--- src/hw/tracker_pkg.sv ---
`default_nettype none

package tracker_pkg;

	// tracked geometry
	// ----------------------------------------
	localparam int N_WAYS = 3;
	localparam int N_LINES = 16;
	localparam int BW_WAY = 2;
	localparam int BW_LINE = $clog2(N_LINES);

	// ages count accesses, not cycles
	localparam int EXPIRE_LIMIT = 6;
	localparam int BW_AGE = $clog2(EXPIRE_LIMIT + 1);

	// sampling and record storage
	// ----------------------------------------
	localparam int SAMPLE_PERIOD = 4;
	localparam int BW_SAMPLE = $clog2(SAMPLE_PERIOD);
	localparam int BUFFER_DEPTH = 16;
	localparam int BW_BUFFER = $clog2(BUFFER_DEPTH);

	// one access reported by the cache controller
	typedef struct packed {
		logic [BW_WAY-1:0]  way;
		logic [BW_LINE-1:0] line;
	} cache_access_t;

	// host config word, msb first
	typedef struct packed {
		logic [6:0]  rsvd_hi;
		logic        enable;
		logic        clear;
		logic [12:0] rsvd_mid;
		// only the low BW_BUFFER bits reach the buffer
		logic [4:0]  read_addr;
		logic [4:0]  rsvd_lo;
	} tracker_cfg_t;

	// expired bits, one bank per way
	typedef logic [N_WAYS-1:0][N_LINES-1:0] expired_vec_t;

	// one stored sample, 80 bits
	typedef struct packed {
		expired_vec_t expired;
		logic [31:0]  access_count;
	} trace_record_t;

endpackage

`default_nettype wire
--- src/hw/cache_trace_top.sv ---
`timescale 1ns/10ps
`default_nettype none

module cache_trace_top
	import tracker_pkg::*;
(
	input  wire                clock_i,
	input  wire                resetn_i,
	input  wire tracker_cfg_t  config_i,
	input  wire                request_i,
	input  wire cache_access_t access_i,
	output logic               stall_o,
	output logic [31:0]        count_o,
	output trace_record_t      record_o
);

	// internal nets
	// ----------------------------------------
	logic                 access_valid;
	expired_vec_t         expired;
	logic                 buf_wr_en;
	logic [BW_BUFFER-1:0] buf_addr;
	trace_record_t        buf_wr_data;
	trace_record_t        buf_rd_data;

	// sampling, stall and port arbitration
	trace_controller trace_controller_i (
		.clock_i        (clock_i),
		.resetn_i       (resetn_i),
		.config_i       (config_i),
		.request_i      (request_i),
		.expired_i      (expired),
		.access_valid_o (access_valid),
		.stall_o        (stall_o),
		.count_o        (count_o),
		.buf_wr_en_o    (buf_wr_en),
		.buf_addr_o     (buf_addr),
		.buf_wr_data_o  (buf_wr_data),
		.buf_rd_data_i  (buf_rd_data),
		.record_o       (record_o)
	);

	// ages only move on accepted accesses
	line_expiry_tracker line_expiry_tracker_i (
		.clock_i        (clock_i),
		.resetn_i       (resetn_i),
		.access_valid_i (access_valid),
		.access_i       (access_i),
		.expired_o      (expired)
	);

	// record memory
	sample_buffer sample_buffer_i (
		.clock_i   (clock_i),
		.wr_en_i   (buf_wr_en),
		.addr_i    (buf_addr),
		.wr_data_i (buf_wr_data),
		.rd_data_o (buf_rd_data)
	);

endmodule

`default_nettype wire

--- src/hw/trace_controller.sv ---
`timescale 1ns/10ps
`default_nettype none

module trace_controller
	import tracker_pkg::*;
(
	input  wire                  clock_i,
	input  wire                  resetn_i,
	input  wire tracker_cfg_t    config_i,
	input  wire                  request_i,
	input  wire expired_vec_t    expired_i,

	output logic                 access_valid_o,
	output logic                 stall_o,
	output logic [31:0]          count_o,

	// buffer side
	output logic                 buf_wr_en_o,
	output logic [BW_BUFFER-1:0] buf_addr_o,
	output trace_record_t        buf_wr_data_o,
	input  wire trace_record_t   buf_rd_data_i,

	output trace_record_t        record_o
);

	// state
	// ----------------------------------------
	logic                 stall_q;
	logic [31:0]          count_q;
	logic [31:0]          count_d;
	logic [BW_SAMPLE-1:0] sample_cnt_q;
	logic [31:0]          access_total_q;
	logic                 wr_en_q;
	logic [BW_BUFFER-1:0] addr_q;
	trace_record_t        wr_data_q;

	logic                 accept;
	logic                 sample_hit;
	logic                 host_owns_addr;

	localparam logic [BW_SAMPLE-1:0] SAMPLE_LAST = BW_SAMPLE'(SAMPLE_PERIOD - 1);

	// request qualification
	// ----------------------------------------
	// requests during a stall are dropped, not queued
	assign accept = request_i && config_i.enable && !stall_q;

	// last access of the period, unless a clear restarts the count
	assign sample_hit = accept && (sample_cnt_q == SAMPLE_LAST) && !config_i.clear;

	// host gets the port when tracking is off, or full with nothing left to land
	assign host_owns_addr = !config_i.enable || (stall_q && !wr_en_q);

	// record count after this edge
	assign count_d = config_i.clear ? 32'd0 : (count_q + {31'd0, wr_en_q});

	// control
	// ----------------------------------------
	always_ff @(posedge clock_i) begin
		if (!resetn_i) begin
			stall_q <= 1'b0;
			count_q <= '0;
			sample_cnt_q <= '0;
			access_total_q <= '0;
			wr_en_q <= 1'b0;
			addr_q <= '0;
		end else begin
			count_q <= count_d;

			// running total survives a clear
			if (accept) begin
				access_total_q <= access_total_q + 32'd1;
			end

			// sample period counter
			if (config_i.clear || sample_hit) begin
				sample_cnt_q <= '0;
			end else if (accept) begin
				sample_cnt_q <= sample_cnt_q + 1'b1;
			end

			// full stall rises on the write that fills the buffer
			if (config_i.clear) begin
				stall_q <= 1'b0;
			end else if (wr_en_q && (count_q + 32'd1 == 32'(BUFFER_DEPTH))) begin
				stall_q <= 1'b1;
			end

			// buffer port arbitration
			wr_en_q <= sample_hit;
			if (sample_hit) begin
				addr_q <= count_d[BW_BUFFER-1:0];
			end else if (host_owns_addr) begin
				addr_q <= config_i.read_addr[BW_BUFFER-1:0];
			end
		end
	end

	// record payload
	// ----------------------------------------
	always_ff @(posedge clock_i) begin
		if (sample_hit) begin
			// expired as it stood before this access
			wr_data_q.expired <= expired_i;
			// total includes the access that triggered the sample
			wr_data_q.access_count <= access_total_q + 32'd1;
		end
	end

	// outputs
	// ----------------------------------------
	assign access_valid_o = accept;
	assign stall_o = stall_q;
	assign count_o = count_q;
	assign buf_wr_en_o = wr_en_q;
	assign buf_addr_o = addr_q;
	assign buf_wr_data_o = wr_data_q;
	// read data already registered in the buffer
	assign record_o = buf_rd_data_i;

endmodule

`default_nettype wire

--- src/hw/sample_buffer.sv ---
`timescale 1ns/10ps
`default_nettype none

module sample_buffer
	import tracker_pkg::*;
(
	input  wire                 clock_i,
	input  wire                 wr_en_i,
	input  wire [BW_BUFFER-1:0] addr_i,
	input  wire trace_record_t  wr_data_i,
	output trace_record_t       rd_data_o
);

	// record storage
	// ----------------------------------------
	trace_record_t mem [BUFFER_DEPTH];
	trace_record_t rd_data_q;

	// single port, read-first
	always_ff @(posedge clock_i) begin
		if (wr_en_i) begin
			mem[addr_i] <= wr_data_i;
		end
		// old contents come out on a write cycle
		rd_data_q <= mem[addr_i];
	end

	assign rd_data_o = rd_data_q;

endmodule

`default_nettype wire

--- src/hw/line_expiry_tracker.sv ---
`timescale 1ns/10ps
`default_nettype none

module line_expiry_tracker
	import tracker_pkg::*;
(
	input  wire                clock_i,
	input  wire                resetn_i,
	// already qualified by enable and not-stalled
	input  wire                access_valid_i,
	input  wire cache_access_t access_i,
	output expired_vec_t       expired_o
);

	// age state
	// ----------------------------------------
	logic [N_WAYS-1:0][N_LINES-1:0][BW_AGE-1:0] age_q;
	logic [N_WAYS-1:0][N_LINES-1:0][BW_AGE-1:0] age_d;
	expired_vec_t                               expired_q;
	expired_vec_t                               expired_d;

	localparam logic [BW_AGE-1:0] AGE_MAX = BW_AGE'(EXPIRE_LIMIT);

	// next ages
	// ----------------------------------------
	always_comb begin
		logic hit;
		for (int w = 0; w < N_WAYS; w++) begin
			for (int l = 0; l < N_LINES; l++) begin
				hit = (access_i.way == BW_WAY'(w)) && (access_i.line == BW_LINE'(l));
				// hold by default
				age_d[w][l] = age_q[w][l];
				if (access_valid_i) begin
					if (hit) begin
						// touched line starts over
						age_d[w][l] = '0;
					end else if (age_q[w][l] != AGE_MAX) begin
						// everyone else ages, saturating
						age_d[w][l] = age_q[w][l] + 1'b1;
					end
				end
				// expired flag tracks the new age
				expired_d[w][l] = (age_d[w][l] == AGE_MAX);
			end
		end
	end

	// state update
	// ----------------------------------------
	always_ff @(posedge clock_i) begin
		if (!resetn_i) begin
			age_q <= '0;
			expired_q <= '0;
		end else begin
			age_q <= age_d;
			// registered alongside the ages, so it always matches them
			expired_q <= expired_d;
		end
	end

	// vector seen by the controller is pre-update at any accepting edge
	assign expired_o = expired_q;

endmodule

`default_nettype wire

--- config.mk ---
export PLATFORM = sky130hd
export DESIGN_NAME = cache_trace_top
export DESIGN_NICKNAME = d
export VERILOG_FILES = /design/src/hw/tracker_pkg.sv /design/src/hw/cache_trace_top.sv /design/src/hw/trace_controller.sv /design/src/hw/sample_buffer.sv /design/src/hw/line_expiry_tracker.sv
export SDC_FILE = /design/constraint.sdc
export NUM_CORES = 2
export LEC_CHECK = 0
export ABC_CLOCK_PERIOD_IN_PS = 7600
export BUFFER_PORTS_ARGS = -buffer_cell sky130_fd_sc_hd__buf_4
export CELL_PAD_IN_SITES_DETAIL_PLACEMENT = 0
export CELL_PAD_IN_SITES_GLOBAL_PLACEMENT = 1
export CORE_UTILIZATION = 49
export DETAILED_ROUTE_END_ITERATION = 10
export PLACE_DENSITY = 0.86
export SLEW_MARGIN = 20
export SYNTH_ARGS = -nofsm -noshare
export SYNTH_HDL_FRONTEND = slang
export SYNTH_SLANG_ARGS = --single-unit
--- constraint.sdc ---
create_clock -name clock_i -period 7.6 [get_ports clock_i]
set_input_delay 0.76 -clock clock_i [delete_from_list [all_inputs] [get_ports clock_i]]
set_output_delay 0.76 -clock clock_i [all_outputs]
set_load 0.01 [all_outputs]
# After elaboration in Yosys (flattened, before gate mapping)
# Memory sizes are Yosys's and may differ from the RTL's. A register that Yosys moved wholly into a read port is not among the register bits.
# Cells that the tools add are included.
# classes
n_reduce_logical	65
n_addsub	52
magnitude_cmp	0
bitwise	1
n_eq_ne	115
n_mul	0
shift	0
n_div	0
mux	149
# op_table
op	count
two-way mux 3 bit	144
adder 3 x 1 -> 3 bit (second input constant)	48
== test 3 bit (second input constant)	48
inequality test 3 bit (second input constant)	48
adder 32 x 1 -> 32 bit (second input constant)	2
logical AND 1 bit	54
adder 32 x 1 -> 32 bit	1
== test 32 x 5 -> 1 bit (second input constant)	1
== test 4 bit (second input constant)	8
== test 4 x 3 -> 1 bit (second input constant)	4
two-way mux 4 bit	3
== test 4 x 2 -> 1 bit (second input constant)	2
== test 2 bit (second input constant)	2
== test 4 x 1 -> 1 bit (second input constant)	1
zero test 1 bit	4
zero test 4 bit	1
OR reduction 2 bit	2
adder 2 x 1 -> 2 bit (second input constant)	1
== test 2 x 1 -> 1 bit (second input constant)	1
zero test 2 bit	1
logical OR 1 bit	2
two-way mux 1 bit	2
nonzero test 2 bit	1
NOT 1 bit	1
# word_totals
latchBits	0
mem_bits_ro	0
n_memories	1
regBits	344
ramBits	1280
word_cells	445
# mem_list
memory	depth	word_bits	rd	rd_ports_with_merged_regs	wr	line	rtl
sample_buffer_i.mem	16	80	1	1	1	sample_buffer.sv:16	trace_record_t mem [BUFFER_DEPTH];

# Logic depth before layout (Yosys ltp)
# depth
depth_word	6
mapped_depth	10
mapped_depth_nobuf	9

# Hierarchy
# A second synthesis with hierarchy kept.
# unflattened
hier_cells	3779
hier_area_um2	66892.9
# by_module_without_submodules
module	area_each_um2	cells_each	instances
sample_buffer	49597.6	2055	1
line_expiry_tracker	10193.5	1060	1
trace_controller	7101.8	664	1

# Least setup slack after synthesis
# OpenSTA, ideal clock, no wires.
# synth_timing
path_type	reg2reg
startpoint	register trace_controller_i.addr_q[2], in the netlist trace_controller_i.buf_addr_o[2]
endpoint	memory sample_buffer_i.mem[0][0] in the netlist's numbering, enable pin
n_path_buf	2
path_stages_with_launch	5
slack_ns	0.379
arrival_time_ns	6.605
required_ns	6.984
cell_sequence	dfxtp_1 > clkbuf_1 > buf_1 > or3b_2 > nor3_1
# synth_rtl
element	line	rtl
start, declared	trace_controller.sv:34	logic [BW_BUFFER-1:0] addr_q;
start signal, assigned	trace_controller.sv:92	addr_q <= count_d[BW_BUFFER-1:0];
start signal, assigned	trace_controller.sv:94	addr_q <= config_i.read_addr[BW_BUFFER-1:0];
end, declared	sample_buffer.sv:16	
# Straight into the memory's write port.

# Final worst setup path
# layout_timing
startpoint	register trace_controller_i.addr_q[2], in the netlist trace_controller_i.buf_addr_o[2]
endpoint	memory sample_buffer_i.mem[5][53] in the netlist's numbering, enable pin
# Straight into the memory's write port.

==> results.py <==
metrics = {
    "layout": {
        "layout_common_cells": "edfxtp_1 (1360), mux4_2 (400), dfxtp_1 (340), buf_4 (173), clkbuf_16 (172)",
        "layout.core_utilization_pct": 56.2,
        "synthToLayoutAreaGrowth_pct": 13.5,
        "layout.filler_cells": 9517,
        "final_layout_size_suffix_gt1_share_pct": 23.3,
        "post-route-cell-area_sq_um": 74200,
        "layout.cells.most_common": "edfxtp_1",
        "final_cell_count_without_fillers": 5635,
        "num-nets-final": 3876,
    },
    "logic_synthesis": {
        "synth_area_sq_um": 65400,
        "post_synthesis_compound_gate_area_fraction_pct": 2.39,
        "syn_nets": 3689,
        "postSynthCellCount": 3548,
        "postSynth.topFlopCell": "edfxtp_1",
        "syn-mean-instance-area_sq_um": 18.4,
        "synth_fa_ha_area_share_pct": 1.91,
        "yosysUniqueCellTypes": 58,
        "multiplexer_area_fraction_after_synthesis_pct": 14.2,
        "flop_and_latch_count_out_of_synthesis": 1704,
        "sequential_element_share_of_the_synthesized_area_pct": 73.0,
        "synthSimpleGateAreaFrac_pct": 5.38,
        "yosysWarnings": 0,
        "asyncSetResetFlopFracSynth_pct": 0,
        "largest_family_of_logic_cells_by_synthesized_area": "multiplexers",
        "synth_enable_flop_cells": 1360,
        "synth_xor_xnor_area_share_pct": 1.84,
    },
    "cts": {
        "post_cts_setup_buffer_count": 0,
        "cts_made_buffers": 166,
        "tritoncts_clock_tree": "done",
        "cts_resized": 0,
        "hold_buffers": 0,
        "clock_path_buffers": 3,
        "htreeDepth": 4,
        "worstSkewPairLatency_ns": 0.79,
        "ctsRootBufferMaster": "clkbuf_16",
        "cts.reportedPaths.clkPinSlew_ns": 0.06,
        "cts_sinks": 1704,
    },
    "global_routing": {
        "total_routing_usage_reported_by_global_routing_pct": 22.1,
        "largest_net_degree_at_the_start_of_global_routing": 132,
        "overflow": 0,
        "wire_length_of_the_first_global_routing_pass_mm": 221,
        "first_global_vias": 34000,
        "grt_antenna_before_repair": 5,
    },
    "die": {
        "top_level_port_count": 154,
        "floorplan.die_area_sq_um": 135000,
        "chipHeight_um": 367,
        "die_w_um": 367,
        "fp.coreArea_sq_um": 132000,
        "initial_core_utilization_pct": 49.5,
        "num_rows": 133,
    },
    "placement": {
        "post_dp_cell_area_sq_um": 68600,
        "portBuffers": 127,
        "dp_hpwl_mm": 77.0,
        "dp.cells": 5321,
        "gp_routability_congestion": 0.827,
        "pre_cts_slack_ns": 2.88,
    },
    "drt": {
        "via_per_inst": 5.95,
        "initialDrtViolationCount": 3542,
        "drcViolationCount": 0,
        "detail_route.wl_per_cell_um": 26.4,
        "num_vias": 33600,
        "totalWireLength_mm": 149,
        "antenna_violating_nets_post_route": 0,
        "drt-pass1-iter-count": 5,
    },
    "critical_path": {
        "worst-r2r-setup-slack_ns": 3.01,
        "setup.worst_path.end_class": "register",
        "critical_path_peak_fanout": 46,
        "critical_path_required_ns": 8.00,
        "timing.reg2reg.worst_path_depth": 5,
        "worstReg2RegStart": "trace_controller_i.buf_addr_o[2]$_SDFFE_PN0P_",
        "crit_path_kind": "reg -> reg",
        "worstPathArrival_ns": 4.98,
        "start_kind": "register",
        "reg2reg_to": "sample_buffer_i.mem[5][53]$_DFFE_PP_",
    },
    "timing": {
        "clock_skew_ns": 0.0227,
        "grt_setup_unrepaired": "false",
        "fmax_mhz": 218,
        "slew_headroom_pct": 24.0,
        "worst_pin_slew_ns": 1.14,
        "worst_slack_ns": 3.01,
        "setup_viol": 0,
        "fin_crit_ns": 4.59,
        "final_min_period_over_clock_period_pct": 60.4,
        "final_hold_viol_count": 0,
        "fin_tns_setup_ns": 0,
        "hold-worst-slack_ns": 0.303,
        "final-max-slew-violation-count": 0,
    },
    "hold_path": {
        "hp-start": "config_i[7]",
        "hold-path-cell-count": 3,
        "min_to": "trace_controller_i.buf_addr_o[2]$_SDFFE_PN0P_",
        "timing.hold.worst.class": "in -> reg",
    },
    "pwr": {
        "pwr_density_cell_nw_per_um2": 254,
        "power_frac_comb_pct": 2.3,
        "leakage_nw": 24.6,
        "intPower_mw": 15.0,
        "fin_total_pwr_mw": 18.9,
        "p_clk_share_pct": 44.6,
        "power_switching_share_pct": 20.3,
        "vdd.ir_drop.worst_mv": 0.266,
        "seqPwrFrac_pct": 53.1,
        "netSwitchingPower_mw": 3.83,
    },
    "flow_run": {
        "timing.max_cap.violations": 0,
    },
    "outcome": {
        "run_status": "finished clean",
    },
}
[flip-flops by register name, indices dropped and copies added (netlist names), 2 cells and up]
register                           cells
line_expiry_tracker_i.age_q          144
line_expiry_tracker_i.expired_o       48
sample_buffer_i.mem                 1280
sample_buffer_i.rd_data_o             80
trace_controller_i.access_total_q     32
trace_controller_i.buf_addr_o          4
trace_controller_i.buf_wr_data_o      80
trace_controller_i.count_o            32
trace_controller_i.sample_cnt_q        2
[cells in the mapped netlist, drive strengths merged, types with 42 or more instances]
cell type,n,area (sq um)
nor3,59,295
a21oi,122,611
ha,100,1250
o21ai,68,340
nor2,180,676
and2,59,369
inv,58,218
edfxtp,1360,40800
xnor2,98,858
nand2,159,597
and3,42,264
mux4,400,9010
dfxtp,344,6890
clkbuf,123,464
[how the worst max path moves through the flow]
stage	slack [ns]	end	cells past startpoint	start
finish	3.01	sample_buffer_i.mem[5][53]$_DFFE_PP_	5	trace_controller_i.buf_addr_o[2]$_SDFFE_PN0P_
global route	2.79	sample_buffer_i.mem[5][55]$_DFFE_PP_	5	trace_controller_i.buf_addr_o[2]$_SDFFE_PN0P_
CTS	2.87	sample_buffer_i.mem[5][52]$_DFFE_PP_	5	trace_controller_i.buf_addr_o[2]$_SDFFE_PN0P_
detailed placement	2.88	sample_buffer_i.mem[5][57]$_DFFE_PP_	5	trace_controller_i.buf_addr_o[2]$_SDFFE_PN0P_
global placement	2.88	sample_buffer_i.mem[5][57]$_DFFE_PP_	5	trace_controller_i.buf_addr_o[2]$_SDFFE_PN0P_
floorplan	0.38	sample_buffer_i.mem[0][0]$_DFFE_PP_	4	trace_controller_i.buf_addr_o[2]$_SDFFE_PN0P_
[power by group through the flow]
stage / sequential [mW] / clock, mW / combinational [mW]
after floorplan: 10.2 / 0 / 0.348
final: 10.0 / 8.42 / 0.438
after CTS: 10.0 / 8.52 / 0.441
after global placement: 10.2 / 0 / 0.433
after detailed placement: 10.2 / 0 / 0.439
after global routing: 10.0 / 8.87 / 0.479
[critical path: stages, from the launching register on]
cell and delay (ns):
dfxtp_4 0.69, buf_4 0.79, nand3b_1 0.46, nor2_4 0.72, buf_4 0.54, buf_4 0.87
[final cells by class]
type                       instances  area [sq um]  share of cell area (%)
clock buffer                     206          4490                    6.05
multi-input combinational       1622         16900                    22.8
sequential                      1704         47700                    64.3
clock inverter                   106          1110                    1.50
tap                             1755          2200                    2.96
timing repair buffer             182          1490                    2.01
inverter                          59           221                   0.298
antenna                            1          2.50                 0.00337
[kinds of logic (layout without fill, tap and decap cells)]
family | count (synthesis) | after routing
compound gates | 271 | 271
other cells | 0 | 1
fa+ha+maj | 100 | 100
simple gates | 690 | 690
xor+xnor | 137 | 137
buf+inv | 222 | 553
flops | 1704 | 1704
mux | 424 | 424
[metal layers]
metal	global-route usage (%)	wire length (um)	up-vias
met2	36.7	74400	1529
met5	0	28	-
met4	6.51	3610	6
li1	-	-	14400
met1	29.9	59600	17400
met3	3.96	11000	237
Note: power is estimated with default switching activity, not from simulation.
